===== src/rtl/fft_pp_params.svh =====
// Widths and register map for the post-FFT path assume 16-bit I/Q and an 8-bit settings bus

`ifndef FFT_PP_PARAMS_SVH
`define FFT_PP_PARAMS_SVH

// ---------------------------------------------------------------------------
// Data path widths
// ---------------------------------------------------------------------------

// One I or Q component
`define FFT_PP_SAMPLE_W 16

// Stream word, I in the upper half
`define FFT_PP_WORD_W 32

// ---------------------------------------------------------------------------
// Settings bus and readback
// ---------------------------------------------------------------------------

`define FFT_PP_SET_AW 8
`define FFT_PP_RB_AW  3
`define FFT_PP_RB_W   64

// Settings register addresses
`define FFT_PP_SR_RESET   131
`define FFT_PP_SR_MAG_OUT 133

// Returned for unused readback addresses
`define FFT_PP_RB_BAD 64'h0BAD_C0DE_0BAD_C0DE

`endif

===== src/rtl/fft_pp_ctrl_pkg.sv =====
// Control types for the post-FFT path; mode 3 is reserved and treated as complex

`default_nettype none

package fft_pp_ctrl_pkg;

  // -------------------------------------------------------------------------
  // Output mode, as written to the magnitude register
  // -------------------------------------------------------------------------
  typedef enum logic [1:0] {
    MODE_COMPLEX = 2'd0,
    MODE_MAG     = 2'd1,
    MODE_MAG_SQ  = 2'd2,
    MODE_RSVD    = 2'd3
  } out_mode_e;

  // -------------------------------------------------------------------------
  // Register bank seen by both pipeline stages
  // -------------------------------------------------------------------------
  typedef struct packed {
    // Holds both stages empty while set
    logic      soft_rst;
    out_mode_e mode;
  } ctrl_regs_t;

endpackage : fft_pp_ctrl_pkg

`default_nettype wire


===== src/rtl/fft_pp_data_pkg.sv =====
// Data path types; compile after fft_pp_ctrl_pkg since the stage payload carries the mode

`include "fft_pp_params.svh"

`default_nettype none

package fft_pp_data_pkg;

  // -------------------------------------------------------------------------
  // Complex sample, I packed above Q
  // -------------------------------------------------------------------------
  typedef struct packed {
    logic signed [`FFT_PP_SAMPLE_W-1:0] i;
    logic signed [`FFT_PP_SAMPLE_W-1:0] q;
  } sample_t;

  // -------------------------------------------------------------------------
  // Payload from execute to result
  // -------------------------------------------------------------------------
  typedef struct packed {
    // Mode in force when the sample was accepted
    fft_pp_ctrl_pkg::out_mode_e mode;
    sample_t                    raw;
    // max(|I|,|Q|) + min(|I|,|Q|)/2, one bit wider than a component
    logic [`FFT_PP_SAMPLE_W:0]     mag_approx;
    // I*I + Q*Q, never above 2^31
    logic [2*`FFT_PP_SAMPLE_W-1:0] mag_sq;
  } exec_payload_t;

endpackage : fft_pp_data_pkg

`default_nettype wire


===== src/rtl/fft_post_proc.sv =====
// Post-FFT output path with two-cycle latency; mode is sampled per item at the input

`include "fft_pp_params.svh"

`timescale 1ns/100ps
`default_nettype none

module fft_post_proc (
  input  wire                              ce_clk,
  input  wire                              i_rst_n,
  // Settings bus and readback
  input  wire                              i_set_stb,
  input  wire  [`FFT_PP_SET_AW-1:0]        i_set_addr,
  input  wire  [31:0]                      i_set_data,
  input  wire  [`FFT_PP_RB_AW-1:0]         i_rb_addr,
  output logic [`FFT_PP_RB_W-1:0]          o_rb_data,
  // Sample stream in
  input  wire                              i_in_valid,
  input  wire fft_pp_data_pkg::sample_t    i_in_data,
  output logic                             o_in_ready,
  // Sample stream out
  output logic                             o_out_valid,
  output logic [`FFT_PP_WORD_W-1:0]        o_out_data,
  input  wire                              i_out_ready
);

  fft_pp_ctrl_pkg::ctrl_regs_t    regs;
  logic                           exec_valid;
  logic                           exec_ready;
  fft_pp_data_pkg::exec_payload_t exec_payload;

  // ---------------------------------------------------------------------------
  // Register bank
  // ---------------------------------------------------------------------------
  fft_settings_decode u_decode (
    .ce_clk     (ce_clk),
    .i_rst_n    (i_rst_n),
    .i_set_stb  (i_set_stb),
    .i_set_addr (i_set_addr),
    .i_set_data (i_set_data),
    .i_rb_addr  (i_rb_addr),
    .o_rb_data  (o_rb_data),
    .o_regs     (regs)
  );

  // ---------------------------------------------------------------------------
  // Two-stage pipeline
  // ---------------------------------------------------------------------------
  mag_execute u_execute (
    .ce_clk    (ce_clk),
    .i_rst_n   (i_rst_n),
    .i_regs    (regs),
    .i_valid   (i_in_valid),
    .i_data    (i_in_data),
    .o_ready   (o_in_ready),
    .o_valid   (exec_valid),
    .o_payload (exec_payload),
    .i_ready   (exec_ready)
  );

  round_clip_result u_result (
    .ce_clk     (ce_clk),
    .i_rst_n    (i_rst_n),
    .i_soft_rst (regs.soft_rst),
    .i_valid    (exec_valid),
    .i_payload  (exec_payload),
    .o_ready    (exec_ready),
    .o_valid    (o_out_valid),
    .o_data     (o_out_data),
    .i_ready    (i_out_ready)
  );

endmodule : fft_post_proc

`default_nettype wire


===== src/rtl/round_clip_result.sv =====
// Second stage; magnitude modes give an unsigned 15-bit value in the upper half only

`include "fft_pp_params.svh"

`timescale 1ns/100ps
`default_nettype none

module round_clip_result (
  input  wire                                  ce_clk,
  input  wire                                  i_rst_n,
  input  wire                                  i_soft_rst,
  input  wire                                  i_valid,
  input  wire fft_pp_data_pkg::exec_payload_t  i_payload,
  output logic                                 o_ready,
  output logic                                 o_valid,
  output logic [`FFT_PP_WORD_W-1:0]            o_data,
  input  wire                                  i_ready
);

  import fft_pp_ctrl_pkg::*;
  import fft_pp_data_pkg::*;

  localparam int SW = `FFT_PP_SAMPLE_W;

  // Rounding constant for the shift by SW-1
  localparam logic [2*SW:0] SQ_HALF = (2*SW+1)'(1) << (SW-2);

  logic                      valid_r;
  logic [`FFT_PP_WORD_W-1:0] data_r;
  logic [`FFT_PP_WORD_W-1:0] data_nxt;
  logic [2*SW:0]             sq_rounded;
  logic [SW+1:0]             sq_scaled;

  // Saturate to the largest positive 16-bit value
  function automatic logic [SW-1:0] clip_pos(input logic [SW+1:0] v);
    logic [SW+1:0] lim;
    lim = (SW+2)'(2**(SW-1) - 1);
    if (v > lim) begin
      return lim[SW-1:0];
    end
    return v[SW-1:0];
  endfunction

  // ---------------------------------------------------------------------------
  // Mode select, rounding and clipping
  // ---------------------------------------------------------------------------
  always_comb begin
    // Round half up, then drop the SW-1 fraction bits
    sq_rounded = {1'b0, i_payload.mag_sq} + SQ_HALF;
    sq_scaled  = sq_rounded[2*SW:SW-1];

    case (i_payload.mode)
      MODE_MAG: begin
        data_nxt = {clip_pos({1'b0, i_payload.mag_approx}), {SW{1'b0}}};
      end
      MODE_MAG_SQ: begin
        data_nxt = {clip_pos(sq_scaled), {SW{1'b0}}};
      end
      // Complex and reserved pass the sample as is
      default: begin
        data_nxt = i_payload.raw;
      end
    endcase
  end

  // ---------------------------------------------------------------------------
  // Handshake and output register
  // ---------------------------------------------------------------------------
  assign o_ready = !i_soft_rst && (!valid_r || i_ready);

  always_ff @(posedge ce_clk or negedge i_rst_n) begin
    if (!i_rst_n) begin
      valid_r <= 1'b0;
    end else if (i_soft_rst) begin
      valid_r <= 1'b0;
    end else if (o_ready) begin
      valid_r <= i_valid;
    end
  end

  always_ff @(posedge ce_clk) begin
    if (i_valid && o_ready) begin
      data_r <= data_nxt;
    end
  end

  assign o_valid = valid_r;
  assign o_data  = data_r;

  // Output word waits unchanged for the consumer
  a_result_hold: assert property (
    @(posedge ce_clk) disable iff (!i_rst_n)
    (o_valid && !i_ready && !i_soft_rst) |=> (o_valid && $stable(o_data))
  ) else $error("result output changed while stalled");

endmodule : round_clip_result

`default_nettype wire


===== src/rtl/mag_execute.sv =====
// First stage holds one item; soft reset drops it and blocks input until released

`include "fft_pp_params.svh"

`timescale 1ns/100ps
`default_nettype none

module mag_execute (
  input  wire                                ce_clk,
  input  wire                                i_rst_n,
  input  wire fft_pp_ctrl_pkg::ctrl_regs_t   i_regs,
  input  wire                                i_valid,
  input  wire fft_pp_data_pkg::sample_t      i_data,
  output logic                               o_ready,
  output logic                               o_valid,
  output fft_pp_data_pkg::exec_payload_t     o_payload,
  input  wire                                i_ready
);

  import fft_pp_ctrl_pkg::*;
  import fft_pp_data_pkg::*;

  localparam int SW = `FFT_PP_SAMPLE_W;

  logic                   valid_r;
  exec_payload_t          payload_r;
  exec_payload_t          payload_nxt;
  logic                   accept;

  logic signed [SW:0]     i_ext;
  logic signed [SW:0]     q_ext;
  logic        [SW:0]     abs_i;
  logic        [SW:0]     abs_q;
  logic        [SW:0]     mag_max;
  logic        [SW:0]     mag_min;
  logic        [2*SW-1:0] sq_i;
  logic        [2*SW-1:0] sq_q;

  // ---------------------------------------------------------------------------
  // Arithmetic on the incoming sample
  // ---------------------------------------------------------------------------
  always_comb begin
    // One extra bit so that -32768 has a representable absolute value
    i_ext = {i_data.i[SW-1], i_data.i};
    q_ext = {i_data.q[SW-1], i_data.q};
    abs_i = i_ext[SW] ? -i_ext : i_ext;
    abs_q = q_ext[SW] ? -q_ext : q_ext;

    if (abs_i >= abs_q) begin
      mag_max = abs_i;
      mag_min = abs_q;
    end else begin
      mag_max = abs_q;
      mag_min = abs_i;
    end

    // Squares of the absolute values, each at most 2^30
    sq_i = {{(SW-1){1'b0}}, abs_i} * {{(SW-1){1'b0}}, abs_i};
    sq_q = {{(SW-1){1'b0}}, abs_q} * {{(SW-1){1'b0}}, abs_q};

    payload_nxt.mode       = i_regs.mode;
    payload_nxt.raw        = i_data;
    payload_nxt.mag_approx = mag_max + {1'b0, mag_min[SW:1]};
    payload_nxt.mag_sq     = sq_i + sq_q;
  end

  // ---------------------------------------------------------------------------
  // Handshake and output register
  // ---------------------------------------------------------------------------
  assign o_ready = !i_regs.soft_rst && (!valid_r || i_ready);
  assign accept  = i_valid && o_ready;

  always_ff @(posedge ce_clk or negedge i_rst_n) begin
    if (!i_rst_n) begin
      valid_r <= 1'b0;
    end else if (i_regs.soft_rst) begin
      valid_r <= 1'b0;
    end else if (o_ready) begin
      valid_r <= i_valid;
    end
  end

  always_ff @(posedge ce_clk) begin
    if (accept) begin
      payload_r <= payload_nxt;
    end
  end

  assign o_valid   = valid_r;
  assign o_payload = payload_r;

  // Stalled item is neither dropped nor altered
  a_exec_hold: assert property (
    @(posedge ce_clk) disable iff (!i_rst_n)
    (o_valid && !i_ready && !i_regs.soft_rst) |=> (o_valid && $stable(o_payload))
  ) else $error("execute output changed while stalled");

endmodule : mag_execute

`default_nettype wire


===== src/rtl/fft_settings_decode.sv =====
// Register bank on the settings strobe bus; only addresses 131 and 133 are writable

`include "fft_pp_params.svh"

`timescale 1ns/100ps
`default_nettype none

module fft_settings_decode (
  input  wire                               ce_clk,
  input  wire                               i_rst_n,
  input  wire                               i_set_stb,
  input  wire  [`FFT_PP_SET_AW-1:0]         i_set_addr,
  input  wire  [31:0]                       i_set_data,
  input  wire  [`FFT_PP_RB_AW-1:0]          i_rb_addr,
  output logic [`FFT_PP_RB_W-1:0]           o_rb_data,
  output fft_pp_ctrl_pkg::ctrl_regs_t       o_regs
);

  import fft_pp_ctrl_pkg::*;

  localparam logic [`FFT_PP_SET_AW-1:0] SR_RESET_ADDR = `FFT_PP_SET_AW'(`FFT_PP_SR_RESET);
  localparam logic [`FFT_PP_SET_AW-1:0] SR_MODE_ADDR  = `FFT_PP_SET_AW'(`FFT_PP_SR_MAG_OUT);

  ctrl_regs_t regs_r;
  logic       wr_reset;
  logic       wr_mode;

  // ---------------------------------------------------------------------------
  // Write decode
  // ---------------------------------------------------------------------------
  assign wr_reset = i_set_stb && (i_set_addr == SR_RESET_ADDR);
  assign wr_mode  = i_set_stb && (i_set_addr == SR_MODE_ADDR);

  always_ff @(posedge ce_clk or negedge i_rst_n) begin
    if (!i_rst_n) begin
      regs_r.soft_rst <= 1'b0;
      regs_r.mode     <= MODE_COMPLEX;
    end else begin
      if (wr_reset) begin
        regs_r.soft_rst <= i_set_data[0];
      end
      // Reserved code 3 is stored as written
      if (wr_mode) begin
        regs_r.mode <= out_mode_e'(i_set_data[1:0]);
      end
    end
  end

  assign o_regs = regs_r;

  // ---------------------------------------------------------------------------
  // Readback, combinational on the address
  // ---------------------------------------------------------------------------
  always_comb begin
    case (i_rb_addr)
      `FFT_PP_RB_AW'(0): o_rb_data = `FFT_PP_RB_W'(regs_r.soft_rst);
      `FFT_PP_RB_AW'(1): o_rb_data = `FFT_PP_RB_W'(regs_r.mode);
      default:           o_rb_data = `FFT_PP_RB_BAD;
    endcase
  end

  // ---------------------------------------------------------------------------
  // Checks
  // ---------------------------------------------------------------------------

  // Mode moves only as the result of a write to its own address
  a_mode_by_write: assert property (
    @(posedge ce_clk) disable iff (!i_rst_n)
    $changed(regs_r.mode) |-> $past(wr_mode)
  ) else $error("mode changed without a settings write to its address");

endmodule : fft_settings_decode

`default_nettype wire


===== config.mk =====
export PLATFORM = sky130hd
export DESIGN_NAME = fft_post_proc
export DESIGN_NICKNAME = d
export VERILOG_FILES = /design/src/rtl/fft_pp_ctrl_pkg.sv /design/src/rtl/fft_pp_data_pkg.sv /design/src/rtl/fft_post_proc.sv /design/src/rtl/round_clip_result.sv /design/src/rtl/mag_execute.sv /design/src/rtl/fft_settings_decode.sv
export VERILOG_INCLUDE_DIRS = /design/src /design/src/rtl
export SDC_FILE = /design/constraint.sdc
export NUM_CORES = 1
export LEC_CHECK = 0
export BUFFER_PORTS_ARGS = -buffer_cell sky130_fd_sc_hd__buf_2
export CORE_UTILIZATION = 30
export CTS_BUF_LIST = sky130_fd_sc_hd__clkbuf_8
export CTS_CLUSTER_DIAMETER = 80
export DETAILED_ROUTE_END_ITERATION = 8
export PLACE_DENSITY = 0.45
export SYNTH_ARGS = -nofsm -noshare
export SYNTH_HDL_FRONTEND = slang
export SYNTH_SLANG_ARGS = --single-unit

===== constraint.sdc =====
create_clock -name ce_clk -period 3.2 [get_ports ce_clk]
set_input_delay 0.48 -clock ce_clk [delete_from_list [all_inputs] [get_ports ce_clk]]
set_output_delay 0.48 -clock ce_clk [all_outputs]
set_load 0.1 [all_outputs]

# Yosys cells after proc, flatten, opt, wreduce, memory -nomap -nowiden
# Index checks and enable logic that the tools add are counted.
# word_totals
ff_bits	120
latchBits	0
mem_bits_rw	0
romBits	0
inputBits	80
out_inout_bits	98
word_cells	57
mem_count	0
# op_classes
addsub	5
mul	2
div	0
order_cmp	3
n_eq_ne	5
shifts	0
mux	18
n_bitwise	0
n_reduce_logical	14
# ops
operator	count
$pmux W60 S2	1
$mux W17	4
$mul A17 B17 Y32	2
$mux W16	4
$pmux W32 S2	1
$neg A16 Y17	2
$add A32 B15 Y33 const B	1
$add A32 B32 Y32	1
$gt A18 B15 Y1 const B	1
$add A17 B16 Y17	1
$ge A17 B17 Y1	1
$gt A17 B15 Y1 const B	1
$eq A8 B8 Y1 const B	2
$mux W1	8
$logic_and A1 B1 Y1	6
$reduce_bool A2 Y1	2
$eq A3 B1 Y1 const B	1
$logic_not A1 Y1	3
$logic_not A3 Y1	1
$eq A2 B1 Y1 const B	1
$eq A2 B2 Y1 const B	1
$logic_or A1 B1 Y1	2

# Longest topological paths before layout
# logic_depth
ltp_word	7
mapped_depth	36
depth_no_buf	34

# By module
# From an unflattened synthesis, not the netlist that was laid out.
# hier_totals
hier_cells	2282
area_unflattened_um2	22658.0
# by_module_without_submodules
module	n_inst	cells_each	area_each_um2	seq_area_each_um2
mag_execute	1	2023	20105.5	2517.4
round_clip_result	1	183	1905.6	985.9
fft_settings_decode	1	76	646.9	75.1

# Least setup slack after synthesis
# OpenSTA, ideal clock, no wires.
# synth_path
path_type	input -> register
start	input i_in_data[16] (netlist bit)
end	register u_execute.payload_r (netlist bit u_execute.o_payload[25]), data pin
setup_ns	0.265
arrival_ns	8.301
t_required_ns	2.935
path_slack_ns	-5.366
cell_stages	29
n_path_buf	1
path_cell_list	clkbuf_1 or3_1 nand2b_1 o31ai_1 xor2_1 clkinv_1 nand2_1 fa_1 fa_1 inv_1 fa_1 inv_1 fa_1 inv_1 fa_1 fa_1 fa_1 inv_1 fa_1 inv_1 ha_1 a21oi_1 o211ai_1 nand4_1 o211ai_1 a41oi_1 nor2_1 and4b_1 or3_1
# synth_rtl
item	line	source
start: declaration	fft_post_proc.sv:19	input wire fft_pp_data_pkg::sample_t i_in_data,
end signal: assignment	mag_execute.sv:85	payload_r <= payload_nxt;
end: declaration	mag_execute.sv:26	exec_payload_t payload_r;

==> results_dict.tcl <==
set metrics [dict create \
    status "complete, but fails checks" \
    violated_checks "negative setup slack" \
    floorplan.initialDensity 0.3048 \
    grt_use_total 0.1815 \
    post-synth-top-area-fraction 0.4033 \
    cp_data_required_time_ns 3.33 \
    worst_hold_path.endpoint "u_execute.o_payload[50]" \
    met1_length_microns 28520 \
    report.final.slew_viol_count 0 \
    cap_viol_max_count 0 \
    pin_count 178 \
    max_freq_ghz 0.1238 \
    synth_xor_xnor_area_share 0.03308 \
    crit_top_cell "sky130_fd_sc_hd__fa_1" \
    worstReg2RegEnd "u_result.o_data[20]" \
    final_cell_area_sq_um 28320 \
    worst_ep_arrival_time_ns 8.21 \
    synth_ff_type "sky130_fd_sc_hd__edfxtp_1" \
    synth_cell_type_count 59 \
    design.die.area_sq_um 74210 \
    timing.final.ws_setup_ns -4.877 \
    synth_enable_flop_cells 101 \
    critical-path-max-stage-delay_ns 0.60 \
    critical-path-slowest-cell "sky130_fd_sc_hd__fa_1" \
    cts-root-to-sink-buffers 2 \
    synth-seq-area-share 0.1439 \
    route.top_layer_used "met4" \
    layout_overhead_on_the_synthesized_area_pct 29.09 \
    pin_count_of_the_biggest_net_entering_global_routing 70 \
    unrepaired_setup_endpoints_after_global_routing "yes" \
    setup_tns_ns -118.04 \
    finalCriticalPeriod_ns 8.077 \
    synth-compound-area-share 0.05173 \
    htreeDepth 3 \
    clkSinkCount 106 \
    route.detailed.vias_per_inst 4.312 \
    worstReg2RegStart "u_execute.o_payload[15]" \
    fillCellCount 7175 \
    finalCritPeriodShare 2.524 \
    post-synth-top-count-cell "sky130_fd_sc_hd__inv_1" \
    finalClockSkew_ns 0.008544 \
    die_width_microns 272.4 \
    tritoncts.num_buffers 9 \
    synth_warnings 0 \
    row_count 98 \
    synth.area.mux_share 0.01893 \
    synth_area_leaders "sky130_fd_sc_hd__fa_1 (40%), sky130_fd_sc_hd__edfxtp_1 (14%), sky130_fd_sc_hd__ha_1 (12%), sky130_fd_sc_hd__inv_1 (11%), sky130_fd_sc_hd__nand2_1 (3.0%)" \
    tritoncts "yes" \
    synthesis_stage_register_bit_count 106 \
    postSynthAreaPerCell_sq_um 9.768 \
    detail_route.first_pass.iterations 5 \
    first_iter_violations 734 \
    ys_top_cells_by_count "sky130_fd_sc_hd__inv_1 (625), sky130_fd_sc_hd__fa_1 (442), sky130_fd_sc_hd__ha_1 (210)" \
    routed_wire_length_microns 64700 \
    clock_root_buffer "sky130_fd_sc_hd__clkbuf_8" \
    timing_hold_violations_final 0 \
    final_util 0.3935 \
    cts.reportedPaths.clkPinSlew_ns 0.10 \
    port_buffers 116 \
    synth_area_in_adders 0.5231 \
    routed-wl-met2_microns 33760 \
    combinational_family_with_the_most_area_after_synthesis "adder cells" \
    met3WireLength_microns 1794 \
    placed_area_sq_um 26750 \
    drive_gt1_frac 0.2752 \
    post-dp-hpwl_microns 56950 \
    timing.critical_path.from_type "input port" \
    worstHoldStart "i_in_data[1]" \
    number_of_cells_on_the_worst_reg_to_reg_path 8 \
    startpoint "i_in_data[0]" \
    synthesis.instances 2246 \
    drt_drc_violations_left 0 \
    finalSetupViolCount 35 \
    core_sq_um 71980 \
    timing_worst_slew_pin_value_ns 0.9675 \
    maxSlewHeadroom 0.3550 \
    grt_first_pass_wirelength_microns 102900 \
    route.antenna.remaining_nets 0 \
    grt_remaining_overflow 0 \
    min_path_cells 1 \
    chipHeight_microns 272.4 \
    mappedNetlistArea_sq_um 21940 \
    synth.largest_area_cell "sky130_fd_sc_hd__fa_1" \
    dp_worst_setup_slack_ns -5.542 \
    routabilityCongestion 0.9157 \
    synth_simple_gate_area_frac 0.08891 \
    timing.setup.critical_path_class "in -> reg" \
    end_kind "flop" \
    final_net_count 3529 \
    worst-r2r-setup-slack_ns 0.65 \
    first_global_vias 18260 \
    worstPathMaxFanout 4 \
    antenna_found_initial 1 \
    clkLatencyLatePin_ns 0.38 \
    detailroute.via_count 16180 \
    avgRoutedWirePerCell_microns 17.24 \
    fraction_of_registers_with_async_set_or_reset_after_synthesis 0.04717 \
    min-delay-path-class "in -> reg" \
]
[per-layer routing]
| layer | up-vias | global-route usage |
|---|---|---|
| li1 | 7718 | - |
| met1 | 8210 | 0.2396 |
| met2 | 228 | 0.3311 |
| met3 | 28 | 0.01358 |
| met4 | 0 | 0.02188 |
| met5 | - | 0 |
[cells in the final DEF (no fill, tap or decap), types with 13 or more instances in the layout]
master,n
sky130_fd_sc_hd__a21o_1,21
sky130_fd_sc_hd__a21oi_1,22
sky130_fd_sc_hd__a21oi_2,15
sky130_fd_sc_hd__and2_1,17
sky130_fd_sc_hd__buf_12,15
sky130_fd_sc_hd__buf_2,113
sky130_fd_sc_hd__buf_4,394
sky130_fd_sc_hd__buf_6,16
sky130_fd_sc_hd__conb_1,112
sky130_fd_sc_hd__edfxtp_1,101
sky130_fd_sc_hd__fa_1,432
sky130_fd_sc_hd__ha_1,189
sky130_fd_sc_hd__ha_4,19
sky130_fd_sc_hd__inv_1,604
sky130_fd_sc_hd__inv_2,23
sky130_fd_sc_hd__mux2i_1,33
sky130_fd_sc_hd__nand2_1,161
sky130_fd_sc_hd__nand4_1,14
sky130_fd_sc_hd__nor2_1,115
sky130_fd_sc_hd__nor2_2,18
sky130_fd_sc_hd__o21ai_0,29
sky130_fd_sc_hd__o221ai_1,13
sky130_fd_sc_hd__xnor2_1,48
sky130_fd_sc_hd__xor2_1,15
[flip-flops by register name, summed over array words and instances (netlist names)]
register,cells
u_execute.o_valid,1
u_decode.o_regs,3
u_result.o_data,32
u_result.o_valid,1
u_execute.o_payload,69
[logic make-up (layout without fill, tap and decap cells)]
group,count (synthesis),in the layout
flip-flops,106,106
AND/OR/NAND/NOR,433,433
AO/OA/AOI/OAI,177,177
other,2,113
buffers and inverters,753,1199
adder cells (fa/ha/maj),652,652
XOR/XNOR,82,82
multiplexers,41,41
[worst max-delay path: cells and delay by family]
kind	cells	cell delay, ns
AOI/OAI and AO/OA	2	0.47
adders and majority gates	9	4.10
buffers and inverters	5	0.41
and+or+nand+nor	9	2.72
[final cells by class]
type | count | area [sq um] | share of cell area
Clock buffer | 9 | 123.9 | 0.004374
Multi-Input combinational cell | 1497 | 17280 | 0.6101
Inverter | 643 | 2435 | 0.08597
Sequential cell | 106 | 3158 | 0.1115
Antenna cell | 1 | 2.502 | 0.00008836
Tap cell | 950 | 1189 | 0.04197
Clock inverter | 7 | 106.4 | 0.003755
Timing Repair Buffer | 540 | 4029 | 0.1423
[how the worst max path moves through the flow]
stage / to / slack [ns] / cells past startpoint
finish: u_execute.o_payload[25] / -4.88 / 25
global route: u_execute.o_payload[31] / -5.10 / 32
CTS: u_execute.o_payload[25] / -4.90 / 30
detailed placement: u_execute.o_payload[25] / -5.54 / 30
global placement: u_execute.o_payload[31] / -5.48 / 29
floorplan: u_execute.o_payload[25] / -4.92 / 26
[through the flow]
step / hold WS, ns / std cells
after floorplan: 0.1844 / 2356
after global placement: 0.3031 / 3698
after detailed placement: 0.3013 / 3698
after CTS: 0.2810 / 3741
after global routing: 0.2730 / 3752
final: 0.3018 / 3753
[timing repair]
action                                  CTS  global route
pin swaps                                60            53
setup buffers                            26            13
endpoints found under the setup margin   35            35
endpoints found under the hold margin     5             0
hold buffers                              1             0
resized for setup                       155            71
Power is not shown: default switching activity piles up to over one toggle a cycle in this logic, so the estimate is an artifact.
